**config.mk**
```make
export PLATFORM = sky130hd
export DESIGN_NAME = readout_sequencer_flat
export DESIGN_NICKNAME = d
export VERILOG_FILES = /design/src/design/channel_acq_pkg.sv /design/src/design/buffer_rd_if.sv /design/src/design/readout_sequencer.sv /design/src/flat_wrapper.sv
export VERILOG_INCLUDE_DIRS = /design/src /design/src/design
export SDC_FILE = /design/constraint.sdc
export NUM_CORES = 1
export LEC_CHECK = 0
export ABC_CLOCK_PERIOD_IN_PS = 3600
export BUFFER_PORTS_ARGS = -buffer_cell sky130_fd_sc_hd__buf_2
export CORE_MARGIN = 2
export CORE_UTILIZATION = 40
export CTS_CLUSTER_SIZE = 24
export DETAILED_ROUTE_END_ITERATION = 10
export PLACE_DENSITY = 0.69
export SLEW_MARGIN = 0
export SYNTH_ARGS = -nofsm -noshare
export SYNTH_HDL_FRONTEND = slang
export SYNTH_SLANG_ARGS = --single-unit
```
**constraint.sdc**
```tcl
create_clock -name clk -period 3.6 [get_ports clk]
set_clock_uncertainty 0.1 [all_clocks]
set_input_delay 0.72 -clock clk [delete_from_list [all_inputs] [get_ports clk]]
set_output_delay 0.72 -clock clk [all_outputs]
set_load 0.01 [all_outputs]
```
**src/design/channel_acq_defines.svh**
```systemverilog
`ifndef CHANNEL_ACQ_DEFINES_SVH
`define CHANNEL_ACQ_DEFINES_SVH

// data memory geometry
`define ACQ_ADDR_W      12          // 4096 words of two samples each
`define ACQ_LEN_W       13          // buffer_size and post_trig_size, up to 4096
`define ACQ_DATA_W      32          // memory, header and readout word

// raw ADC samples
`define ADC_SAMPLE_W    13          // one sample, over-range in the lsb
`define ADC_PAIR_W      26          // two samples per clock

// event header
`define HDR_WORDS       4           // words per event header
`define HDR_FIFO_DEPTH  16          // four events deep
`define HDR_MARKER      16'hadc0    // upper half of header word 0

`endif

```
**src/design/channel_acq_pkg.sv**
```systemverilog
package channel_acq_pkg;

  // acquisition controller states
  typedef enum logic [1:0] {
    ACQ_IDLE      = 2'd0,  // waiting for arm
    ACQ_ARMED     = 2'd1,  // writing the ring, waiting for trig
    ACQ_POST_TRIG = 2'd2,  // counting down post-trigger words
    ACQ_DONE      = 2'd3   // event captured, holding until arm drops
  } acq_state_t;

  // readout sequencer states
  typedef enum logic [1:0] {
    RD_IDLE   = 2'd0,
    RD_HEADER = 2'd1,      // header words coming out of the FIFO
    RD_DATA   = 2'd2       // walking the data memory
  } rd_state_t;

  // order of the words in one event header
  typedef enum logic [1:0] {
    HDR_ID         = 2'd0, // marker and channel number
    HDR_TRIG_NUM   = 2'd1,
    HDR_START_ADDR = 2'd2, // oldest word in the ring
    HDR_SIZE       = 2'd3  // ring length in words
  } hdr_word_t;

endpackage

```
**src/design/buffer_rd_if.sv**
```systemverilog
`timescale 1ns/1ps
`include "channel_acq_defines.svh"

// read side of the data memory and the header FIFO
interface buffer_rd_if;

  logic [`ACQ_ADDR_W-1:0] mem_addr;   // data memory read address
  logic [`ACQ_DATA_W-1:0] mem_data;   // word at mem_addr, one cycle later
  logic                   hdr_rd_en;  // pop one header word
  logic [`ACQ_DATA_W-1:0] hdr_data;   // word popped in the previous cycle
  logic                   hdr_empty;

  // readout sequencer
  modport reader (
    output mem_addr, hdr_rd_en,
    input  mem_data, hdr_data, hdr_empty
  );

  // data memory owner
  modport data_side (
    input  mem_addr,
    output mem_data
  );

  // header FIFO owner
  modport header_side (
    input  hdr_rd_en,
    output hdr_data, hdr_empty
  );

endinterface

```
**src/design/readout_sequencer.sv**
```systemverilog
`timescale 1ns/1ps
`include "channel_acq_defines.svh"

module readout_sequencer
  import channel_acq_pkg::*;
(
  input  logic                   clk,
  input  logic                   reset,
  input  logic                   read_start,  // pulse, ignored while busy
  output logic [`ACQ_DATA_W-1:0] out_data,
  output logic                   out_valid,
  output logic                   out_last,    // final data word of the event
  buffer_rd_if.reader            rd
);

  localparam logic [`ACQ_LEN_W-1:0] ONE_WORD = 1;

  rd_state_t              state;
  hdr_word_t              phase;       // index of the word now on hdr_data
  logic [`ACQ_ADDR_W-1:0] rd_addr;
  logic [`ACQ_ADDR_W-1:0] next_addr;
  logic [`ACQ_LEN_W-1:0]  buf_len;
  logic [`ACQ_LEN_W-1:0]  cur_len;
  logic [`ACQ_LEN_W-1:0]  reads_left;  // memory reads still to issue
  logic                   hdr_fwd;
  logic                   mem_rd;
  logic                   rd_final;
  logic                   mem_vld;     // mem_data holds a word to forward
  logic                   last_d;

  //////////////////////////////
  // read issue
  //////////////////////////////

  assign hdr_fwd = (state == RD_HEADER);  // every header cycle carries a word

  // size comes straight off the FIFO on the HDR_SIZE cycle
  assign cur_len = (state == RD_DATA) ? buf_len : rd.hdr_data[`ACQ_LEN_W-1:0];

  // first memory read overlaps the size word so data follows with no gap
  assign mem_rd   = ((state == RD_HEADER) && (phase == HDR_SIZE)) || (state == RD_DATA);
  assign rd_final = mem_rd && ((state == RD_DATA) ? (reads_left == ONE_WORD)
                                                  : (cur_len == ONE_WORD));

  assign next_addr   = ({1'b0, rd_addr} == cur_len - 1'b1) ? '0 : rd_addr + 1'b1;
  assign rd.mem_addr = rd_addr;

  // first pop on read_start itself, then one per cycle up to the size word
  assign rd.hdr_rd_en = ((state == RD_IDLE) && read_start && !rd.hdr_empty) ||
                        ((state == RD_HEADER) && (phase != HDR_SIZE));

  //////////////////////////////
  // sequencer FSM
  //////////////////////////////

  always_ff @(posedge clk) begin
    if (reset) begin
      state      <= RD_IDLE;
      phase      <= HDR_ID;
      rd_addr    <= '0;
      reads_left <= '0;
      mem_vld    <= 1'b0;
      last_d     <= 1'b0;
      out_valid  <= 1'b0;
      out_last   <= 1'b0;
    end else begin
      mem_vld   <= mem_rd;
      last_d    <= rd_final;
      out_valid <= hdr_fwd || mem_vld;
      out_last  <= mem_vld && last_d;
      case (state)
        RD_IDLE: begin
          if (read_start && !rd.hdr_empty) begin
            state <= RD_HEADER;
            phase <= HDR_ID;
          end
        end
        RD_HEADER: begin
          phase <= hdr_word_t'(phase + 1'b1);
          if (phase == HDR_START_ADDR) rd_addr <= rd.hdr_data[`ACQ_ADDR_W-1:0];  // oldest word
          if (phase == HDR_SIZE) begin
            rd_addr    <= next_addr;
            buf_len    <= cur_len;
            reads_left <= cur_len - 1'b1;
            state      <= (cur_len > ONE_WORD) ? RD_DATA : RD_IDLE;
          end
        end
        RD_DATA: begin
          rd_addr    <= next_addr;
          reads_left <= reads_left - 1'b1;
          if (reads_left == ONE_WORD) state <= RD_IDLE;  // last word still in flight
        end
        default: state <= RD_IDLE;
      endcase
    end
  end

  // header and data never overlap, the last memory word lands after RD_DATA
  always_ff @(posedge clk) begin
    out_data <= hdr_fwd ? rd.hdr_data : rd.mem_data;
  end

endmodule

```
**src/flat_wrapper.sv**
```systemverilog
// flat-port wrapper written by rule: the top's interface ports become plain ports
module readout_sequencer_flat import channel_acq_pkg::*;
  (clk, reset, read_start, out_data, out_valid, out_last, rd_mem_addr, rd_hdr_rd_en, rd_mem_data, rd_hdr_data, rd_hdr_empty);
  buffer_rd_if rd_i ();
  input  logic clk;
  input  logic reset;
  input  logic read_start;
  output logic [`ACQ_DATA_W-1:0] out_data;
  output logic out_valid;
  output logic out_last;
  output wire logic [$bits(rd_i.mem_addr)-1:0] rd_mem_addr;
  output wire logic [$bits(rd_i.hdr_rd_en)-1:0] rd_hdr_rd_en;
  input wire logic [$bits(rd_i.mem_data)-1:0] rd_mem_data;
  input wire logic [$bits(rd_i.hdr_data)-1:0] rd_hdr_data;
  input wire logic [$bits(rd_i.hdr_empty)-1:0] rd_hdr_empty;
  assign rd_mem_addr = rd_i.mem_addr;
  assign rd_hdr_rd_en = rd_i.hdr_rd_en;
  assign rd_i.mem_data = rd_mem_data;
  assign rd_i.hdr_data = rd_hdr_data;
  assign rd_i.hdr_empty = rd_hdr_empty;
  readout_sequencer u_core (.clk(clk), .reset(reset), .read_start(read_start), .out_data(out_data), .out_valid(out_valid), .out_last(out_last), .rd(rd_i));
endmodule
```
* After elaboration in Yosys (flattened, before gate mapping) *
Cells that the tools add are included.

cells by class
  add/subtract/negate cells = 4
  order comparisons = 1
  equal/unequal tests = 12
  mux-type cells = 16
  bitwise operators = 1
  reductions and logical operators = 19

operator list
  kind                     count
  $mux W12                 3
  $mux W32                 1
  $eq A13 B1 Y1 const B    2
  $mux W13                 2
  $pmux W13 S2             1
  $sub A13 B1 Y13 const B  2
  $pmux W12 S2             1
  $eq A12 B13 Y1           1
  $gt A13 B1 Y1 const B    1
  $add A12 B1 Y12 const B  1
  $mux W2                  5
  $ne A2 B2 Y1 const B     4
  $logic_and A1 B1 Y1      7
  $eq A2 B2 Y1 const B     3
  $pmux W2 S3              1
  $reduce_and A2 Y1        3
  $reduce_and A3 Y1        2
  $pmux W2 S2              1
  $reduce_bool A2 Y1       2
  $logic_or A1 B1 Y1       3
  $ne A3 B3 Y1 const B     1
  $add A2 B1 Y2 const B    1
  $eq A2 B1 Y1 const B     1
  $logic_not A2 Y1         1
  other kinds (3)          3

storage, ports and cells
  bits in registers = 78
  input bits = 68
  output and inout bits = 47

* Depth between registers and ports, before layout *
  word-level depth = 7
  mapped depth = 16
  mapped depth without buffers = 11

* Least setup slack after synthesis *
OpenSTA, ideal clock, no wires.

  path kind = reg-to-reg
  from = reg u_core.state[1]
  to = reg u_core.rd_addr[8], in the netlist u_core.rd.mem_addr[8]
  library setup time = 0.130 ns
  data arrival time = 2.914 ns
  required time = 3.370 ns
  path slack = 0.456 ns
  stages on the path, launching flop included = 17
  path buffers = 5
  path through = dfxtp_1 nor2b_1 buf_6 buf_6 buf_2 buf_1 nand2_1 nand2_1 inv_1 ha_1 xor2_1 a311oi_1 o2111a_1 nand4_2 buf_4 o2111ai_1 o211ai_1

between the ends
  word-level cells in the longest chain between the ends = 7

RTL lines
  item                      line                     text
  start: declaration        readout_sequencer.sv:18  rd_state_t state;
  start signal: assignment  readout_sequencer.sv:85  state <= (cur_len > ONE_WORD) ? RD_DATA : RD_IDLE;
  $eq A2 B2 Y1 *            readout_sequencer.sv:38  assign cur_len = (state == RD_DATA) ? buf_len : rd.hdr_data[`ACQ_LEN_W-1:0];
  $mux W13 *                readout_sequencer.sv:38
  via u_core.cur_len[1]     readout_sequencer.sv:23  logic [`ACQ_LEN_W-1:0] cur_len;
  $sub A13 B1 Y13 *         readout_sequencer.sv:45  assign next_addr = ({1'b0, rd_addr} == cur_len - 1'b1) ? '0 : rd_addr + 1'b1;
  $eq A12 B13 Y1 *          readout_sequencer.sv:45
  $mux W12 *                readout_sequencer.sv:45
  $mux W12                  readout_sequencer.sv:81  if (phase == HDR_SIZE) begin
  $pmux W12 S2 *            readout_sequencer.sv:71  case (state)
  end signal: assignment    readout_sequencer.sv:80  if (phase == HDR_START_ADDR) rd_addr <= rd.hdr_data[`ACQ_ADDR_W-1:0];
  end signal: assignment    readout_sequencer.sv:82  rd_addr <= next_addr;
  end signal: assignment    readout_sequencer.sv:89  rd_addr <= next_addr;
  end: declaration          readout_sequencer.sv:20  logic [`ACQ_ADDR_W-1:0] rd_addr;

The timed path passes the listed nets; every way through them passes the cells marked *.
A chain may end at the register's enable or synchronous reset.

* Final worst setup path *
  from = reg u_core.state[0]
  to = reg u_core.rd_addr[3], in the netlist u_core.rd.mem_addr[3]

between the ends
  word-level cells in the longest chain between the ends = 7

RTL lines
  item             line
  $eq A2 B2 Y1     readout_sequencer.sv:38, readout_sequencer.sv:71
  $mux W13         readout_sequencer.sv:38
  $sub A13 B1 Y13  readout_sequencer.sv:45
  $eq A12 B13 Y1   readout_sequencer.sv:45
  $mux W12         readout_sequencer.sv:45
  $mux W12         readout_sequencer.sv:81
  $pmux W12 S2     readout_sequencer.sv:71

Parallel ways exist; a longest one is shown, timed or not.

==> results list <==
* Result of the run: completed
- Counting both buffers and inverters, the worst setup path holds a total of 0.
* Total Die Area: 0.0116 mm2
- In the finished design, the share of the clock period the worst path needs comes to 0.919.
- Max-Slew Margin vs Limit: 0.144
- The number of antenna diodes in the final layout is 0.
- Gates resized, CTS repair: 0
- Source-to-sink clock delay at the later pin of the worst-skew pair: 0.37 ns
* Final ANT Viol Nets: 0
* Maximum operating frequency: 0.302 GHz
- Detailed-routed wire length on met3: 1.08 mm
* Clock sink count: 78
- Number of buffers inserted to repair setup after CTS: 0
* Critical-path maximum fanout: 13
- The number of failing hold endpoints at the final stage was 0.
* Reg2reg path depth: 8
- Worst IR Drop VDD: 0.154 mV
- The pre-antenna-repair detailed-routing pass consisted of 5 iterations.
- Buffers inserted during clock tree synthesis total 9.
- I/O Pins: 115
- Met2 layer wire length in the routed design: 5.50 mm
- Height of the die: 108 um
- After detailed routing, the average wire length per cell comes to 16.0 um.
- Count of mapped cells out of synthesis: 538
- The share of synthesized area in the top cell type comes to 0.303.
- Compared with the post-synthesis result, the final layout area differs by 22.1%.
- At the end of routability-driven placement, the weighted congestion stood at 0.951.
- The max-slew violation count is 0.
- The number of global-route vias before repair came to 4006.
* Count of unique library cells instantiated by Yosys: 67
- Die X-Extent: 108 um
- Kind of critical path: flop to flop
* Global route total overflow: 0
- Reported max-cap violation count: 0
- Averaged over all synthesized cells, the footprint is 7.98 um2.
- Power density over cell area: 354 mW/mm2
- The most used flip-flop cell after synthesis is dfxtp_1.
- After detailed routing, the number of remaining DRC violations is 0.
* Finished layout cell area: 0.00524 mm2
- Counting I/O delays and the setup requirement, the final critical path takes 3.31 ns.
* Clock Root Buffer: clkbuf_8
* Post-synthesis net count: 612
- After the first detailed-routing iteration, the DRC count stood at 423.
- Cell taking the most area after synthesis: dfxtp_1
* Biggest area contributors in the synthesized netlist: dfxtp_1 30%, nand2_1 11%, edfxtp_1 9.1%, nor2_1 5.2%, mux2i_1 2.8%
* Slowest cell on crit path: nand2b_1
- Dividing the detail-routed via count by the number of cells gives 5.44.
* Leak: 0.00231 uW
- After synthesis the cells add up to 0.00429 mm2.
* Endpoints failing setup: 0
- Critical Path End Type: flop
- For this run, the number of Yosys warnings is 0.
- Post-detailed-routing wire length: 12.7 mm
- In the global route stage, overall resource usage came out at 0.221.
- Across all hold checks on the routed design, the worst slack comes to 0.328 ns.
- WHS Path Cells: 2
* Detail Placement HPWL: 9.33 mm
- Net count, final: 727
- The floorplan has 37 rows.
- Data on the critical path arrives at its endpoint at 3.41 ns.
* Top metal layer carrying routed signals: met4
- For the final routed database, the setup TNS stands at 0 ns.
- The floorplan step defined a core boundary enclosing 0.0104 mm2.
* Fraction of layout instances using a drive strength above 1: 0.252
* Worst setup slack after layout: 0.291 ns
* RSZ-0062 raised after global routing: false
* Count of input and output buffers: 114
* Deepest level of the CTS H-tree: 3
- Kind of path behind the tightest hold check: flop to flop
- Yosys mapped a number of flops with a built-in enable equal to 13.
- The library cell used most frequently in the layout, excluding fill and tap cells, is nand2_1.
- After clock tree synthesis, the clock-pin slew on the worst setup and hold paths is 0.08 ns.
* Critical Path Max Stage Delay: 0.57 ns
* Cell family contributing the most delay on the critical path: simple AND/OR/NAND/NOR gates
- In the synthesized netlist the async set-or-reset flop fraction comes to 0.
- Maximum number of pins on one net before global-route repair: 40
- For this configuration, the core starts out at a cell density of 0.414.
* Deepest clock path buffer count: 2
- Data on the critical path is required at its endpoint by 3.70 ns.
- Placed Instance Area: 0.00504 mm2
- Wire length of the first global-routing pass: 19.8 mm
* Met1 routed wirelength after detailed routing: 5.81 mm
* Hold Buf Count CTS: 0
- TritonCTS built the clock tree.
* Chain of cells forming the critical path: nand2b_1 -> mux2i_1 -> or2_1 -> or4b_1 -> a31oi_1 -> o21ai_2 -> o21ai_4 -> o221ai_1
- The critical path crosses 8 cells after its start point.
* Critical path startpoint category: flop
- Slew at the pin closest to its max-slew limit: 1.27 ns
* Worst setup slack after placement: 0.368 ns
- Number of synthesized register bits: 78
- Highest-count cells in the layout ignoring fill and taps: 122 x nand2_1, 114 x buf_2, 65 x dfxtp_1
- Via Count: 4319
- Initial antenna violation count: 0
- Final core occ: 0.506
* Fraction of the yosys area taken by sequential cells: 0.394
-- synth_stat cells (all sizes together), types with 3 or more instances --
master,n
a211oi,8
a21oi,23
a22oi,4
a31oi,6
and3,6
buf,11
clkbuf,18
dfxtp,65
edfxtp,13
ha,6
inv,14
mux2,4
mux2i,14
nand2,122
nand2b,12
nand3,3
nand3b,4
nand4,3
nand4b,3
nor2,60
nor2b,7
nor3,22
nor3b,5
nor4,4
o211ai,6
o21ai,26
o221ai,9
o22ai,3
o31a,3
or2,4
or3,6
xnor2,8
xor2,8
-- tightest hold or removal path, delay by kind of cell, from the launching register on --
family | cells | cell delay [ns]
flip-flops | 1 | 0.31
AND/OR/NAND/NOR | 2 | 0.08
-- logic make-up after synthesis --
| family | share of synthesized area |
|---|---|
| xor gates and xnor gates | 0.0379 |
| AOI/OAI and AO/OA | 0.172 |
| muxes | 0.0458 |
| DFF | 0.394 |
| and+or+nand+nor | 0.288 |
| adders and majority gates | 0.0175 |
| buffers and inverters | 0.0452 |
-- flip-flops by register name, indices dropped and copies added (netlist names), named ones only --
register and count:
u_core.state 2, u_core.out_last 1, u_core.out_data 32, u_core.last_d 1, u_core.out_valid 1, u_core.reads_left 13, u_core.phase 2, u_core.rd.mem_addr 12
u_core.mem_vld 1, u_core.buf_len 12
-- final cells by class --
type,count,area (um2)
Tap cell,136,170
Inverter,14,52.6
Multi-Input combinational cell,417,2420
Sequential cell,78,1690
Clock inverter,7,71.3
Fill cell,1023,5130
Clock buffer,9,124
Timing Repair Buffer,133,713
-- metal layers --
metal,GRT usage,vias up
met2,0.348,213
li1,-,2116
met5,0,-
met1,0.296,1968
met3,0.0418,22
met4,0.0897,0
-- power breakdown --
| group | total (uW) | internal [uW] | switching, uW |
|---|---|---|---|
| clock | 671 | 323 | 348 |
| combinational | 251 | 105 | 146 |
| sequential | 935 | 922 | 12.2 |
-- through the flow --
step,total power [uW],instances
2_1_floorplan,1090,538
3_3_place_gp,1200,778
3_5_place_dp,1210,778
4_1_cts,1870,794
5_1_grt,1940,794
6_report,1860,794
-- worst paths after layout --
path | slack (ns) | start | end
worst max-delay path | 0.29 | u_core.state[0] | u_core.rd.mem_addr[3]
worst min-delay path | 0.33 | u_core.last_d | u_core.out_last
worst max register to register | 0.29 | u_core.state[0] | u_core.rd.mem_addr[3]
worst min register to register | 0.33 | u_core.last_d | u_core.out_last
Note: power is estimated with default switching activity, not from simulation.
