===== src/design/channel_acq_defines.svh =====
`ifndef CHANNEL_ACQ_DEFINES_SVH
`define CHANNEL_ACQ_DEFINES_SVH

// data memory geometry
`define ACQ_ADDR_W      12          // 4096 words of two samples each
`define ACQ_LEN_W       13          // buffer_size and post_trig_size, up to 4096
`define ACQ_DATA_W      32          // memory, header and readout word

// raw ADC samples
`define ADC_SAMPLE_W    13          // one sample, over-range in the lsb
`define ADC_PAIR_W      26          // two samples per clock

// event header
`define HDR_WORDS       4           // words per event header
`define HDR_FIFO_DEPTH  16          // four events deep
`define HDR_MARKER      16'hadc0    // upper half of header word 0

`endif


===== src/design/channel_acq_pkg.sv =====
package channel_acq_pkg;

  // acquisition controller states
  typedef enum logic [1:0] {
    ACQ_IDLE      = 2'd0,  // waiting for arm
    ACQ_ARMED     = 2'd1,  // writing the ring, waiting for trig
    ACQ_POST_TRIG = 2'd2,  // counting down post-trigger words
    ACQ_DONE      = 2'd3   // event captured, holding until arm drops
  } acq_state_t;

  // readout sequencer states
  typedef enum logic [1:0] {
    RD_IDLE   = 2'd0,
    RD_HEADER = 2'd1,      // header words coming out of the FIFO
    RD_DATA   = 2'd2       // walking the data memory
  } rd_state_t;

  // order of the words in one event header
  typedef enum logic [1:0] {
    HDR_ID         = 2'd0, // marker and channel number
    HDR_TRIG_NUM   = 2'd1,
    HDR_START_ADDR = 2'd2, // oldest word in the ring
    HDR_SIZE       = 2'd3  // ring length in words
  } hdr_word_t;

endpackage


===== src/design/buffer_rd_if.sv =====
`timescale 1ns/1ps
`include "channel_acq_defines.svh"

// read side of the data memory and the header FIFO
interface buffer_rd_if;

  logic [`ACQ_ADDR_W-1:0] mem_addr;   // data memory read address
  logic [`ACQ_DATA_W-1:0] mem_data;   // word at mem_addr, one cycle later
  logic                   hdr_rd_en;  // pop one header word
  logic [`ACQ_DATA_W-1:0] hdr_data;   // word popped in the previous cycle
  logic                   hdr_empty;

  // readout sequencer
  modport reader (
    output mem_addr, hdr_rd_en,
    input  mem_data, hdr_data, hdr_empty
  );

  // data memory owner
  modport data_side (
    input  mem_addr,
    output mem_data
  );

  // header FIFO owner
  modport header_side (
    input  hdr_rd_en,
    output hdr_data, hdr_empty
  );

endinterface


===== src/design/header_builder.sv =====
`timescale 1ns/1ps
`include "channel_acq_defines.svh"

module header_builder
  import channel_acq_pkg::*;
(
  input  logic                   clk,
  input  logic                   reset,
  input  logic                   event_done,       // from the acquisition FSM
  input  logic                   trig_num_we,      // load initial_trig_num
  input  logic [`ACQ_ADDR_W-1:0] stop_addr,
  input  logic [15:0]            channel_num,
  input  logic [31:0]            initial_trig_num,
  input  logic [`ACQ_LEN_W-1:0]  buffer_size,
  output logic [31:0]            current_trig_num, // readback of the counter
  buffer_rd_if.header_side       rd
);

  localparam int PTR_W = $clog2(`HDR_FIFO_DEPTH);

  logic [31:0]            trig_cnt;
  logic [15:0]            hdr_chan;   // fields frozen at event_done
  logic [31:0]            hdr_trig;
  logic [`ACQ_ADDR_W-1:0] hdr_stop;
  logic [`ACQ_LEN_W-1:0]  hdr_size;
  logic                   push_on;
  hdr_word_t              push_sel;
  logic [`ACQ_DATA_W-1:0] push_word;

  logic [`ACQ_DATA_W-1:0] fifo_mem [0:`HDR_FIFO_DEPTH-1];
  logic [PTR_W:0]         wr_ptr;     // extra msb tells full from empty
  logic [PTR_W:0]         rd_ptr;
  logic                   fifo_full;
  logic                   pop;

  //////////////////////////////
  // trigger number
  //////////////////////////////

  always_ff @(posedge clk) begin
    if (reset)            trig_cnt <= '0;
    else if (trig_num_we) trig_cnt <= initial_trig_num;
    else if (event_done)  trig_cnt <= trig_cnt + 1'b1;  // next event's number
  end

  assign current_trig_num = trig_cnt;

  //////////////////////////////
  // header words
  //////////////////////////////

  always_ff @(posedge clk) begin
    if (event_done) begin
      hdr_chan <= channel_num;
      hdr_trig <= trig_cnt;   // value before the increment
      hdr_stop <= stop_addr;
      hdr_size <= buffer_size;
    end
  end

  // four pushes on the four cycles after event_done
  always_ff @(posedge clk) begin
    if (reset) begin
      push_on  <= 1'b0;
      push_sel <= HDR_ID;
    end else if (event_done) begin
      push_on  <= 1'b1;
      push_sel <= HDR_ID;
    end else if (push_on) begin
      if (push_sel == HDR_SIZE) push_on <= 1'b0;
      push_sel <= hdr_word_t'(push_sel + 1'b1);
    end
  end

  always_comb begin
    case (push_sel)
      HDR_ID:         push_word = {`HDR_MARKER, hdr_chan};
      HDR_TRIG_NUM:   push_word = hdr_trig;
      HDR_START_ADDR: push_word = {{(`ACQ_DATA_W-`ACQ_ADDR_W){1'b0}}, hdr_stop};
      default:        push_word = {{(`ACQ_DATA_W-`ACQ_LEN_W){1'b0}}, hdr_size};
    endcase
  end

  //////////////////////////////
  // header FIFO
  //////////////////////////////

  assign fifo_full    = (wr_ptr[PTR_W] != rd_ptr[PTR_W]) &&
                        (wr_ptr[PTR_W-1:0] == rd_ptr[PTR_W-1:0]);
  assign rd.hdr_empty = (wr_ptr == rd_ptr);
  assign pop          = rd.hdr_rd_en && !rd.hdr_empty;

  always_ff @(posedge clk) begin
    if (reset) begin
      wr_ptr <= '0;
      rd_ptr <= '0;
    end else begin
      if (push_on && !fifo_full) wr_ptr <= wr_ptr + 1'b1;  // word dropped when full
      if (pop)                   rd_ptr <= rd_ptr + 1'b1;
    end
  end

  always_ff @(posedge clk) begin
    if (push_on && !fifo_full) fifo_mem[wr_ptr[PTR_W-1:0]] <= push_word;
    if (pop)                   rd.hdr_data <= fifo_mem[rd_ptr[PTR_W-1:0]];
  end

  // master re-armed with four unread events queued
  a_no_push_full: assert property (
    @(posedge clk) disable iff (reset) push_on |-> !fifo_full
  ) else $error("header_builder: header word lost, FIFO full");

  // the sequencer checks empty only at read_start
  a_no_pop_empty: assert property (
    @(posedge clk) disable iff (reset) rd.hdr_rd_en |-> !rd.hdr_empty
  ) else $error("header_builder: pop from empty header FIFO");

endmodule


===== src/flat_wrapper.sv =====
// flat-port wrapper written by rule: the top's interface ports become plain ports
module header_builder_flat import channel_acq_pkg::*;
  (clk, reset, event_done, trig_num_we, stop_addr, channel_num, initial_trig_num, buffer_size, current_trig_num, rd_hdr_rd_en, rd_hdr_data, rd_hdr_empty);
  buffer_rd_if rd_i ();
  input  logic clk;
  input  logic reset;
  input  logic event_done;
  input  logic trig_num_we;
  input  logic [`ACQ_ADDR_W-1:0] stop_addr;
  input  logic [15:0] channel_num;
  input  logic [31:0] initial_trig_num;
  input  logic [`ACQ_LEN_W-1:0] buffer_size;
  output logic [31:0] current_trig_num;
  input wire logic [$bits(rd_i.hdr_rd_en)-1:0] rd_hdr_rd_en;
  output wire logic [$bits(rd_i.hdr_data)-1:0] rd_hdr_data;
  output wire logic [$bits(rd_i.hdr_empty)-1:0] rd_hdr_empty;
  assign rd_i.hdr_rd_en = rd_hdr_rd_en;
  assign rd_hdr_data = rd_i.hdr_data;
  assign rd_hdr_empty = rd_i.hdr_empty;
  header_builder u_core (.clk(clk), .reset(reset), .event_done(event_done), .trig_num_we(trig_num_we), .stop_addr(stop_addr), .channel_num(channel_num), .initial_trig_num(initial_trig_num), .buffer_size(buffer_size), .current_trig_num(current_trig_num), .rd(rd_i));
endmodule

===== config.mk =====
export PLATFORM = sky130hd
export DESIGN_NAME = header_builder_flat
export DESIGN_NICKNAME = d
export VERILOG_FILES = /design/src/design/channel_acq_pkg.sv /design/src/design/buffer_rd_if.sv /design/src/design/header_builder.sv /design/src/flat_wrapper.sv
export VERILOG_INCLUDE_DIRS = /design/src /design/src/design
export SDC_FILE = /design/constraint.sdc
export NUM_CORES = 1
export LEC_CHECK = 0
export BUFFER_PORTS_ARGS = -buffer_cell sky130_fd_sc_hd__buf_2
export CAP_MARGIN = 20
export CORE_UTILIZATION = 50
export CTS_BUF_LIST = sky130_fd_sc_hd__clkbuf_4 sky130_fd_sc_hd__clkbuf_8 sky130_fd_sc_hd__clkbuf_16
export CTS_CLUSTER_SIZE = 40
export DETAILED_ROUTE_END_ITERATION = 8
export PLACE_DENSITY = 0.71
export SETUP_SLACK_MARGIN = 0.15
export SLEW_MARGIN = 30
export SYNTH_ARGS = -nofsm -noshare
export SYNTH_HDL_FRONTEND = slang
export SYNTH_SLANG_ARGS = --single-unit

===== constraint.sdc =====
create_clock -name clk -period 7 [get_ports clk]
set_clock_uncertainty 0.15 [all_clocks]
set_input_delay 1.05 -clock clk [delete_from_list [all_inputs] [get_ports clk]]
set_output_delay 1.05 -clock clk [all_outputs]
set_load 0.05 [all_outputs]

Word level (Yosys, flattened, before mapping)

Memories as Yosys holds them, arrays and structs flattened. A register that Yosys moved wholly into a read port is not among the register bits.
Index checks and enable logic that the tools add are counted.

Bits in registers: 118
Memory bits (writable): 512
Input port bits: 78
Output and inout bits: 65
Word-level logic and storage cells: 36
Memories: 1

Add/subtract/negate cells: 4
Eq/ne operators: 6
Mux-type cells: 8
Reductions and logical operators: 8

Memories:

| memory          | depth | bits a word | rd ports | clocked after memory_dff | write ports | line                 | source |
|---|---|---|---|---|---|---|---|
| u_core.fifo_mem | 16    | 32          | 1        | 1                        | 1           | header_builder.sv:30 | `` logic [`ACQ_DATA_W-1:0] fifo_mem [0:`HDR_FIFO_DEPTH-1]; `` |

Operators with widths:

| cell                                                            | count |
|---|---|
| 32-bit case mux with 3 select lines                             | 1 |
| 32-bit 2-to-1 mux                                               | 2 |
| 32-bit by 1-bit adder with 32-bit output, second input constant | 1 |
| 5-bit by 1-bit adder with 5-bit output, second input constant   | 2 |
| 5-bit == test                                                   | 1 |
| 1-bit 2-to-1 mux                                                | 5 |
| 2-bit == test, second input constant                            | 2 |
| 4-bit == test                                                   | 1 |
| 1-bit logical AND                                               | 3 |
| 2-bit by 1-bit adder with 2-bit output, second input constant   | 1 |
| 2-bit by 1-bit == test with 1-bit output, second input constant | 1 |
| 1-bit zero test                                                 | 2 |
| 2-bit zero test                                                 | 1 |
| 2-bit nonzero test                                              | 1 |
| 2-bit OR reduction                                              | 1 |
| 1-bit inequality test                                           | 1 |

Logic depth before layout (Yosys ltp)

Gate-level depths: netlist (run 1).

Depth in word-level cells: 6
Depth in mapped cells: 7
Depth with buffers taken out: 5

Worst setup path after synthesis (run 1)

OpenSTA, ideal clock, no wires.

Path kind: input to register
Start point: input rd_hdr_rd_en
End point: register u_core.rd_ptr[0]
Data arrival time: 4087 ps
Required time: 6724 ps
Path slack: 2637 ps
Stages: 2
Buffers on the path: 0
Cells stage by stage: a21boi_0 mux2_2

Cells in the longest elaborated chain, start to end: 1

RTL lines:

| element              | line                 | source |
|---|---|---|
| start, declared      | flat_wrapper.sv:14   | `input wire logic [$bits(rd_i.hdr_rd_en)-1:0] rd_hdr_rd_en;` |
| 1-bit logical AND    | header_builder.sv:91 | `assign pop = rd.hdr_rd_en && !rd.hdr_empty;` |
| end signal, assigned | header_builder.sv:99 | `if (pop) rd_ptr <= rd_ptr + 1'b1;` |
| end, declared        | header_builder.sv:32 | `logic [PTR_W:0] rd_ptr;` |

No other way between the ends.
A chain may end at the register's enable or synchronous reset.

Worst setup path after layout (run 1)

Start point: register u_core.rd_ptr[1]
End point: output rd_hdr_empty

Cells in the longest elaborated chain, start to end: 1

RTL lines:

| element       | line                 | source |
|---|---|---|
| 5-bit == test | header_builder.sv:90 | `assign rd.hdr_empty = (wr_ptr == rd_ptr);` |
| end, declared | flat_wrapper.sv:16   | `output wire logic [$bits(rd_i.hdr_empty)-1:0] rd_hdr_empty;` |

No other way between the ends.

==> run metrics, run 1 <==
number of synthesized flops with an enable pin between 600 and 700; TritonCTS Sinks ~660; via count of the first global-routing pass 13950; total wire length around 56000 um; number of buffers added for setup after CTS 0; Hold Path Stages 0; setup TNS 0 ns; Initial Utilization slightly above 50%; CP Launch Type flop; wire length per cell between 20 and 25 um; Resize count post-CTS 0; htree depth 3; pwr dens between 300 and 400 nW/um^2; Yosys top cell area share approximately 70%; Hold Path End u_core.hdr_trig[5]; n_diodes 0; Top FF cell, synth edfxtp_1; Cells after Synth ~1400; Yosys Warn Count 0; DRC 0; # IOs ~140; Worst Tran Pin Value ~0.97 ns; share of synthesized area occupied by flip-flops and latches about three quarters; total power 9.180 mW; First DRT Iteration DRCs approximately 1300; initial antenna violation count 0; worst vdd rail ir drop around 0.17 mV; Hold Path Class reg2reg; Synth Area per Inst roughly 19 um^2; Num CTS Buffers between 60 and 70; Final ANT Viol Nets 0; Critical Path RT a little under 6 ns; GR Overflow Total 0; Port Buffer Count 142; Worst Hold Launch u_core.current_trig_num[5]; Max-Slew Margin vs Limit a little over a third; routability cong. approximately 0.86; vias per cell between 6 and 7; core area 50480 um^2; Yosys top cell by area edfxtp_1; GRT Total Usage between 20% and 30%; RSZ-0062 raised after global routing false; Setup-failing EPs final 0; full die area between 50000 and 60000 um^2; reg2reg path depth 5; Setup crit start u_core.rd_ptr[1]; final net count 1621; worst reg2reg startpoint u_core.rd_ptr[2]; Hold-fix buffers, CTS 0; die width 229.1 um; CTS Root Cell clkbuf_16; Final Hold Vio Count 0; via count 13650; Worst Path Arrival approximately 2.6 ns; largest net degree at the start of global routing roughly 80; Mapped Area around 26000 um^2; Pins Over Slew Limit 0; post-synthesis net count 1474; Leak between 9 and 10 nW; CP Capture Type output pin; met1 global-route usage between 20% and 30%; most frequent cell after synthesis edfxtp_1; FP Rows 82; flop2flop setup slack 3.47 ns; Syn-to-layout area delta 14.50%; Post-synth ARST share 0%; GR Layer Usage met3 approximately 3.6%; CTS tree built; layout cells sized above 1 around 29%; Critical Path Fanout Max 55; number of max-cap violations 0; fin crit period approximately 3.8 ns; worst setup path class reg2out; reg2reg end u_core.fifo_mem[14][3]; achievable frequency 260.1 MHz; part of the cycle the worst path needs 54.93%; first-pass GRT wire length 84460 um; synth cell count leaders edfxtp_1, mux4_2, nand2_1; Netlist cell types 55; First-pass DRT Iterations 8; Synth Register Bits ~660; GR peak layer met2; die height between 200 and 250 um; met2 Resource Use GR between 30% and 40%; clk slew on worst S/H paths roughly 0.060 ns; status finished, final reports clean; worst skew pair latency roughly 0.58 ns; clk buf depth 3; Final HPWL DP 30920 um; Synth area leaders edfxtp_1, mux4_2, dfxtp_1
==> critical path, stage by stage, from the launching register on <==
cell	delay [ns]
dfxtp_4	0.85
xnor2_1	0.21
nand4_1	0.21
nor2_1	0.42
buf_2	0.35
==> metrics by stage <==
step                instances  util (%)  hold WS, ns  area, um^2  worst slack (ns)
finish                   2257     58.49       0.3719       29530             3.155
global route             2257     58.49       0.3836       29530             3.119
CTS                      2257     58.40       0.3741       29480             3.175
detailed placement       2136     53.99       0.3607       27250             3.264
global placement         2133     53.77       0.3575       27140             3.063
floorplan                1386         -       0.3786       25790             2.637
==> final cells by class <==
class                      instances  area, um^2
inverter                          15       56.30
timing repair buffer             158       869.6
clock inverter                    27       257.7
clock buffer                      94        1968
sequential                       662       19440
tap                              672       840.8
multi-input combinational        629        6093
fill                            3703       20950
==> flip-flops by register name, indices dropped and copies added (netlist names) <==
signal and flops:
u_core.hdr_size 13, u_core.current_trig_num 32, u_core.push_sel 2, u_core.rd_ptr 5, u_core.hdr_stop 12, u_core.hdr_trig 32, u_core.fifo_mem 512, u_core.rd.hdr_data 32
u_core.wr_ptr 5, u_core.push_on 1, u_core.hdr_chan 16
==> how the worst max path moves through the flow <==
stage          slack [ns]  depth (start not counted)                 endpoint
4_1_cts              3.17                          4             rd_hdr_empty
3_3_place_gp         3.06                          4  u_core.fifo_mem[13][19]
5_1_grt              3.12                          4             rd_hdr_empty
6_report             3.16                          4             rd_hdr_empty
2_1_floorplan        2.64                          2         u_core.rd_ptr[0]
3_5_place_dp         3.26                          5  u_core.fifo_mem[14][10]
==> kinds of logic (layout without fill, tap and decap cells) <==
family / count (synthesis) / after routing / share of synthesized area, %
flip-flops: 662 / 662 / 75.34
AND/OR/NAND/NOR: 289 / 289 / 5.721
AO/OA/AOI/OAI: 174 / 174 / 4.687
multiplexers: 136 / 136 / 11.51
buffers and inverters: 95 / 294 / 1.572
XOR/XNOR: 20 / 20 / 0.6793
adder cells (fa/ha/maj): 10 / 10 / 0.4852
==> per-layer routing <==
layer	vias to the layer above	share of wire, %
li1	5952	-
met2	641	49
met3	103	7.5
met5	-	0
met4	0	2.5
met1	6957	41
==> power by group <==
part	total [mW]	internal (mW)	switching (mW)
Combinational	1.00	0.399	0.605
Sequential	4.58	4.49	0.0932
Clock	3.59	2.15	1.44
==> cell usage in the layout, fill, tap and decap left out, types with 17 or more instances in the layout <==
cell	count
a211oi_1	41
a21oi_1	24
a31oi_1	34
buf_2	141
clkbuf_16	71
clkbuf_4	20
dfxtp_1	41
edfxtp_1	617
mux4_2	128
nand2_1	87
nand3_1	17
nor2_1	50
nor2b_1	36
(Power assumes the default switching activity.)
==> run 2: changes to the inputs <==
clock period = 3.67 ns   (was 7 ns; I/O delays follow)
==> run 2 against run 1 <==
Count of clock-buffer cells in the layout down 20. Critical path depth unchanged. Wire length up 4.7%. First-iteration DRC count down 7.3%. Critical endpoint unchanged. Largest cell class unchanged. Highest routed layer unchanged.
==> run metrics, run 2 (synthesis gave the netlist of run 1 again) <==
status finished, final reports clean (unchanged); Port Buffer Count 142 (unchanged); most common cell after layout, fill and taps aside edfxtp_1 (unchanged); max FFs per register 512 (unchanged); RSZ-0062 raised after global routing false (unchanged); full die area 52490 um^2 (unchanged); n_diodes 0 (unchanged); Worst Tran Pin Value 0.9646 ns (was 0.9669 ns); pwr dens 572.1 nW/um^2 (was 310.9 nW/um^2); FP Rows 82 (unchanged); First-pass DRT Iterations 6 (was 8); vias per cell 6.034 (was 6.049); DRC 0 (unchanged); worst setup path class reg2out (unchanged); # IOs 143 (unchanged); Setup-failing EPs final 0 (unchanged); core area 50480 um^2 (unchanged); setup TNS 0 ns (unchanged); Critical Path RT 2.97 ns (was 5.80 ns); Resize count post-CTS 0 (unchanged); largest net degree at the start of global routing 132 (was 79); Multi-input gate area 6055 um^2 (was 6093 um^2); register area 19440 um^2 (unchanged); fin crit period around 2.8 ns; via count 14010 (was 13650); Fin Hold WS 0.04434 ns (was 0.3719 ns); htree depth 2 (was 3); via count of the first global-routing pass 14130 (was 13950); CTS tree built (unchanged); routability cong. 0.8290 (was 0.8563); CP Capture Type output pin (unchanged); total wire length 58230 um (was 55600 um); Num CTS Buffers 61 (was 67); Final HPWL DP 30950 um (was 30920 um); CTS Root Cell clkbuf_16 (unchanged); Final Hold Vio Count 0 (unchanged); Initial Utilization 51.09% (unchanged); Max-Slew Margin vs Limit 35.70% (was 35.54%); Pins Over Slew Limit 0 (unchanged); First DRT Iteration DRCs 1198 (was 1293); achievable frequency approximately 360 MHz; Final ANT Viol Nets 0 (unchanged); initial antenna violation count 0 (unchanged); Hold-fix buffers, CTS 46 (was 0); clk slew on worst S/H paths 0.07 ns (was 0.06 ns); Worst Path Arrival 2.08 ns (was 2.64 ns); worst reg2reg startpoint u_core.rd_ptr[0] (was u_core.rd_ptr[2]); Syn-to-layout area delta 17.23% (was 14.50%); wire length per cell 25.08 um (was 24.63 um); most frequent cells in the layout edfxtp_1, buf_2, mux4_2, nand2_1, clkbuf_16 (unchanged); die height 229.1 um (unchanged); Fill cells 3609 (was 3703); first-pass GRT wire length 86660 um (was 84460 um); final net count 1686 (was 1621); Setup crit start u_core.wr_ptr[0] (was u_core.rd_ptr[1]); Leak 9.811 nW (was 9.497 nW); TritonCTS Sinks 662 (unchanged); Worst Hold Launch initial_trig_num[11] (was u_core.current_trig_num[5]); GRT Total Usage 22.20% (was 21.45%); layout cells sized above 1 28.42% (was 28.58%); die width 229.1 um (unchanged); Critical Path Fanout Max 6 (was 55); number of buffers added for setup after CTS 0 (unchanged); part of the cycle the worst path needs about three quarters; Hold Path Class in2reg (was reg2reg); GR Overflow Total 0 (unchanged); clk buf depth 3 (unchanged); CP Launch Type flop (unchanged); worst vdd rail ir drop 0.3930 mV (was 0.1717 mV); worst skew pair latency 0.63 ns (was 0.58 ns); number of max-cap violations 0 (unchanged)
## run 2: changes by cell type in the layout (fill, tap and decap cells not counted), sizes merged
cell | before | now
dlygate4sd3 | 0 | 46
buf | 158 | 183
clkbuf | 94 | 74
clkinv | 22 | 32
bufinv | 5 | 9
clkinvlp | 1 | 2
inv | 14 | 13
## run 2: critical path, cell delays in order, from the launching register on
cell and delay, ns:
dfxtp_1 0.46, xnor2_1 0.18, nand4_1 0.20, nor2_1 0.28, buf_2 0.33
## run 2: final cells by class
type	count	area share [%]
Sequential cell	662	64.31
Multi-Input combinational cell	629	20.03
Timing Repair Buffer	229	5.740
Clock buffer	74	5.451
Tap cell	672	2.781
Clock inverter	41	1.506
Inverter	15	0.1862
## run 2: where the power goes
| group | total (mW) | internal (mW) | switching [mW] |
|---|---|---|---|
| combinational | 2.05 | 0.823 | 1.23 |
| sequential | 8.68 | 8.56 | 0.117 |
| clock | 6.57 | 3.84 | 2.73 |
## run 2: final timing paths
kind | endpoint | slack (ns) | cells after the start
worst min register to register | u_core.hdr_trig[29] | 0.38 | 0
worst max register to register | u_core.rd.hdr_data[7] | 0.90 | 6
worst max-delay path | rd_hdr_empty | 0.89 | 4
worst min-delay path | u_core.current_trig_num[11] | 0.04 | 3
## run 2: per-stage QoR
| step | worst slack [ns] | cell area (um^2) | cells | power, mW | util [%] |
|---|---|---|---|---|---|
| 2_1_floorplan | 0.3129 | 25790 | 1386 | 10.28 | - |
| 3_3_place_gp | 1.017 | 27600 | 2161 | 10.82 | 54.68 |
| 3_5_place_dp | 0.9047 | 27630 | 2161 | 10.86 | 54.74 |
| 4_1_cts | 0.8205 | 30190 | 2322 | 17.42 | 59.82 |
| 5_1_grt | 0.7430 | 30230 | 2322 | 17.83 | 59.89 |
| 6_report | 0.8883 | 30230 | 2322 | 17.30 | 59.89 |
## run 2: layer usage
metal | part of all wire [%] | vias to the layer above | wire length (um) | track usage (%)
li1 | - | 6084 | - | -
met1 | 41 | 7194 | 23820 | 30.43
met2 | 49 | 640 | 28510 | 36.59
met3 | 7.4 | 94 | 4299 | 3.150
met4 | 2.7 | 0 | 1601 | 7.896
met5 | 0 | - | 0 | 0
==> run 3: changes to the inputs <==
clock period = 2.64 ns   (was 3.67 ns; I/O delays follow)
==> run 3 against run 2 <==
Hold slack got worse by 0.017 ns. Highest routed layer unchanged. Utilization up 1.7 points. Clock power rose by 40%. Critical path type unchanged. Worst setup slack lost 0.66 ns. Count of clock-buffer cells in the layout increased by 13. Power increased by 41%. Wire length up 0.65%. Global-route usage grew 0.43 points. Combinational power is 51% higher. First-iteration DRC count up 24%.
==> run metrics, run 3 (synthesis gave the netlist of run 1 again) <==
layout cells sized above 1 30.71% (was 28.42%); worst reg2reg startpoint u_core.current_trig_num[7] (was u_core.rd_ptr[0]); # IOs 143 (unchanged); Pins Over Slew Limit 0 (unchanged); setup ws final 0.2244 ns (was 0.8883 ns); die height 229.1 um (unchanged); Max-Slew Margin vs Limit 42.70% (was 35.70%); fin crit period between 2 and 2.5 ns; CP Capture Type output pin (unchanged); Initial Utilization 51.09% (unchanged); GRT Total Usage 22.63% (was 22.20%); via count of the first global-routing pass 14740 (was 14130); final net count 1783 (was 1686); RSZ-0062 raised after global routing false (unchanged); placed cells 2221 (was 2161); n_diodes 0 (unchanged); Num CTS Buffers 67 (was 61); largest net degree at the start of global routing 80 (was 132); worst setup path class reg2out (unchanged); part of the cycle the worst path needs between 90% and 100%; initial antenna violation count 1 (was 0); achievable frequency 414.0 MHz; Final Hold Vio Count 0 (unchanged); Leak 10.28 nW (was 9.811 nW); Final HPWL DP 34680 um (was 30950 um); core area 50480 um^2 (unchanged); met3 routed WL 4687 um (was 4299 um); Critical Path Fanout Max 6 (unchanged); wire length per cell 24.31 um (was 25.08 um); CTS tree built (unchanged); full die area 52490 um^2 (unchanged); metal2 WL 29040 um (was 28510 um); pre-CTS worst setup slack 0.2128 ns (was 0.9047 ns); First DRT Iteration DRCs 1486 (was 1198); vias per cell 5.955 (was 6.034); GR Overflow Total 0 (unchanged); die width 229.1 um (unchanged); Final ANT Viol Nets 0 (unchanged); most common cell after layout, fill and taps aside edfxtp_1 (unchanged); CTS Root Cell clkbuf_16 (unchanged); Setup-failing EPs final 0 (unchanged); Worst Path Arrival 1.87 ns (was 2.08 ns); clk buf depth 3 (unchanged); Setup crit start u_core.wr_ptr[2] (was u_core.wr_ptr[0]); via count 14360 (was 14010); TritonCTS Sinks 662 (unchanged); routability cong. 0.8823 (was 0.8290); Critical Path RT 2.09 ns (was 2.97 ns); FP Rows 82 (unchanged); Worst Tran Pin Value 0.8595 ns (was 0.9646 ns); total wire length 58600 um (was 58230 um); most frequent cells in the layout edfxtp_1, buf_2, mux4_2, nand2_1, buf_4 (was edfxtp_1, buf_2, mux4_2, nand2_1, clkbuf_16); Max Used Layer met4 (unchanged); wl on met1 23560 um (was 23820 um); worst skew pair latency 0.60 ns (was 0.63 ns); total power 24.38 mW (was 17.30 mW); clk slew on worst S/H paths 0.06 ns (was 0.07 ns); setup TNS 0 ns (unchanged); Port Buffer Count 142 (unchanged); Fin Hold WS 0.02762 ns (was 0.04434 ns); Non-Filler Instances 2411 (was 2322); pwr dens 783.5 nW/um^2 (was 572.1 nW/um^2); Worst Hold Launch trig_num_we (was initial_trig_num[11]); CP Launch Type flop (unchanged); max FFs per register 512 (unchanged); Syn-to-layout area delta 20.65% (was 17.23%); first-pass GRT wire length 88790 um (was 86660 um); status finished, final reports clean (unchanged); Hold Path Class in2reg (unchanged); htree depth 3 (was 2); number of max-cap violations 0 (unchanged); worst vdd rail ir drop 0.5062 mV (was 0.3930 mV); DRC 0 (unchanged); First-pass DRT Iterations 6 (unchanged)
run 3: cell count changes in the layout (fill, tap and decap cells not counted), moves of 9 or more:
cell           previous run  this run
dfxtp_2                   1        10
a21oi_1                  23        33
and3_4                    0         9
and3_2                   15         6
clkinv_2                 15         6
dfxtp_1                  41        32
buf_4                    21        82
dlygate4sd3_1            46        70
a21oi_2                  12         2
run 3: power by group:
part	leakage [nW]	switching (mW)	internal, mW
registers	6.01	0.157	11.9
clock network	1.06	3.82	5.39
logic	3.20	1.78	1.33
run 3: per-layer routing:
metal	vias up	global-route usage (%)
met4	0	7.333
met2	666	37.10
met5	-	0
met1	7333	30.71
li1	6264	-
met3	95	4.345
run 3: final timing paths:
| check | endpoint | slack (ns) | cells after the start |
|---|---|---|---|
| worst min-delay path | u_core.current_trig_num[0] | 0.03 | 3 |
| worst max-delay path | rd_hdr_empty | 0.22 | 4 |
| worst max register to register | u_core.current_trig_num[30] | 0.32 | 4 |
| worst min register to register | u_core.hdr_trig[12] | 0.37 | 0 |
run 3: worst max-delay path: stages (launching register included):
cell and delay (ns):
dfxtp_1 0.43, xnor2_1 0.17, nand4_1 0.22, nor2_2 0.23, buf_4 0.25
run 3: metrics by stage:
step	instance area, um^2	utilization, %
after floorplan	25860	-
after global placement	28190	55.84
after detailed placement	28190	55.84
after global routing	31110	61.63
after CTS	31070	61.54
final	31110	61.63
run 3: area by class of cell:
| type | instances | area (um^2) |
|---|---|---|
| clock buffer | 87 | 1862 |
| clock inverter | 26 | 272.8 |
| fill | 3493 | 19370 |
| inverter | 15 | 56.30 |
| multi-input combinational | 629 | 6043 |
| sequential | 662 | 19450 |
| tap | 672 | 840.8 |
| timing repair buffer | 320 | 2585 |
run 3: what timing repair did:
action,4_1_cts,5_1_grt
gates resized for setup,2,3
setup buffers,5,1
endpoints found under the hold margin,70,0
hold buffers,70,0
gates cloned,0,0
endpoints found under the setup margin,1,5
pin swaps,0,1
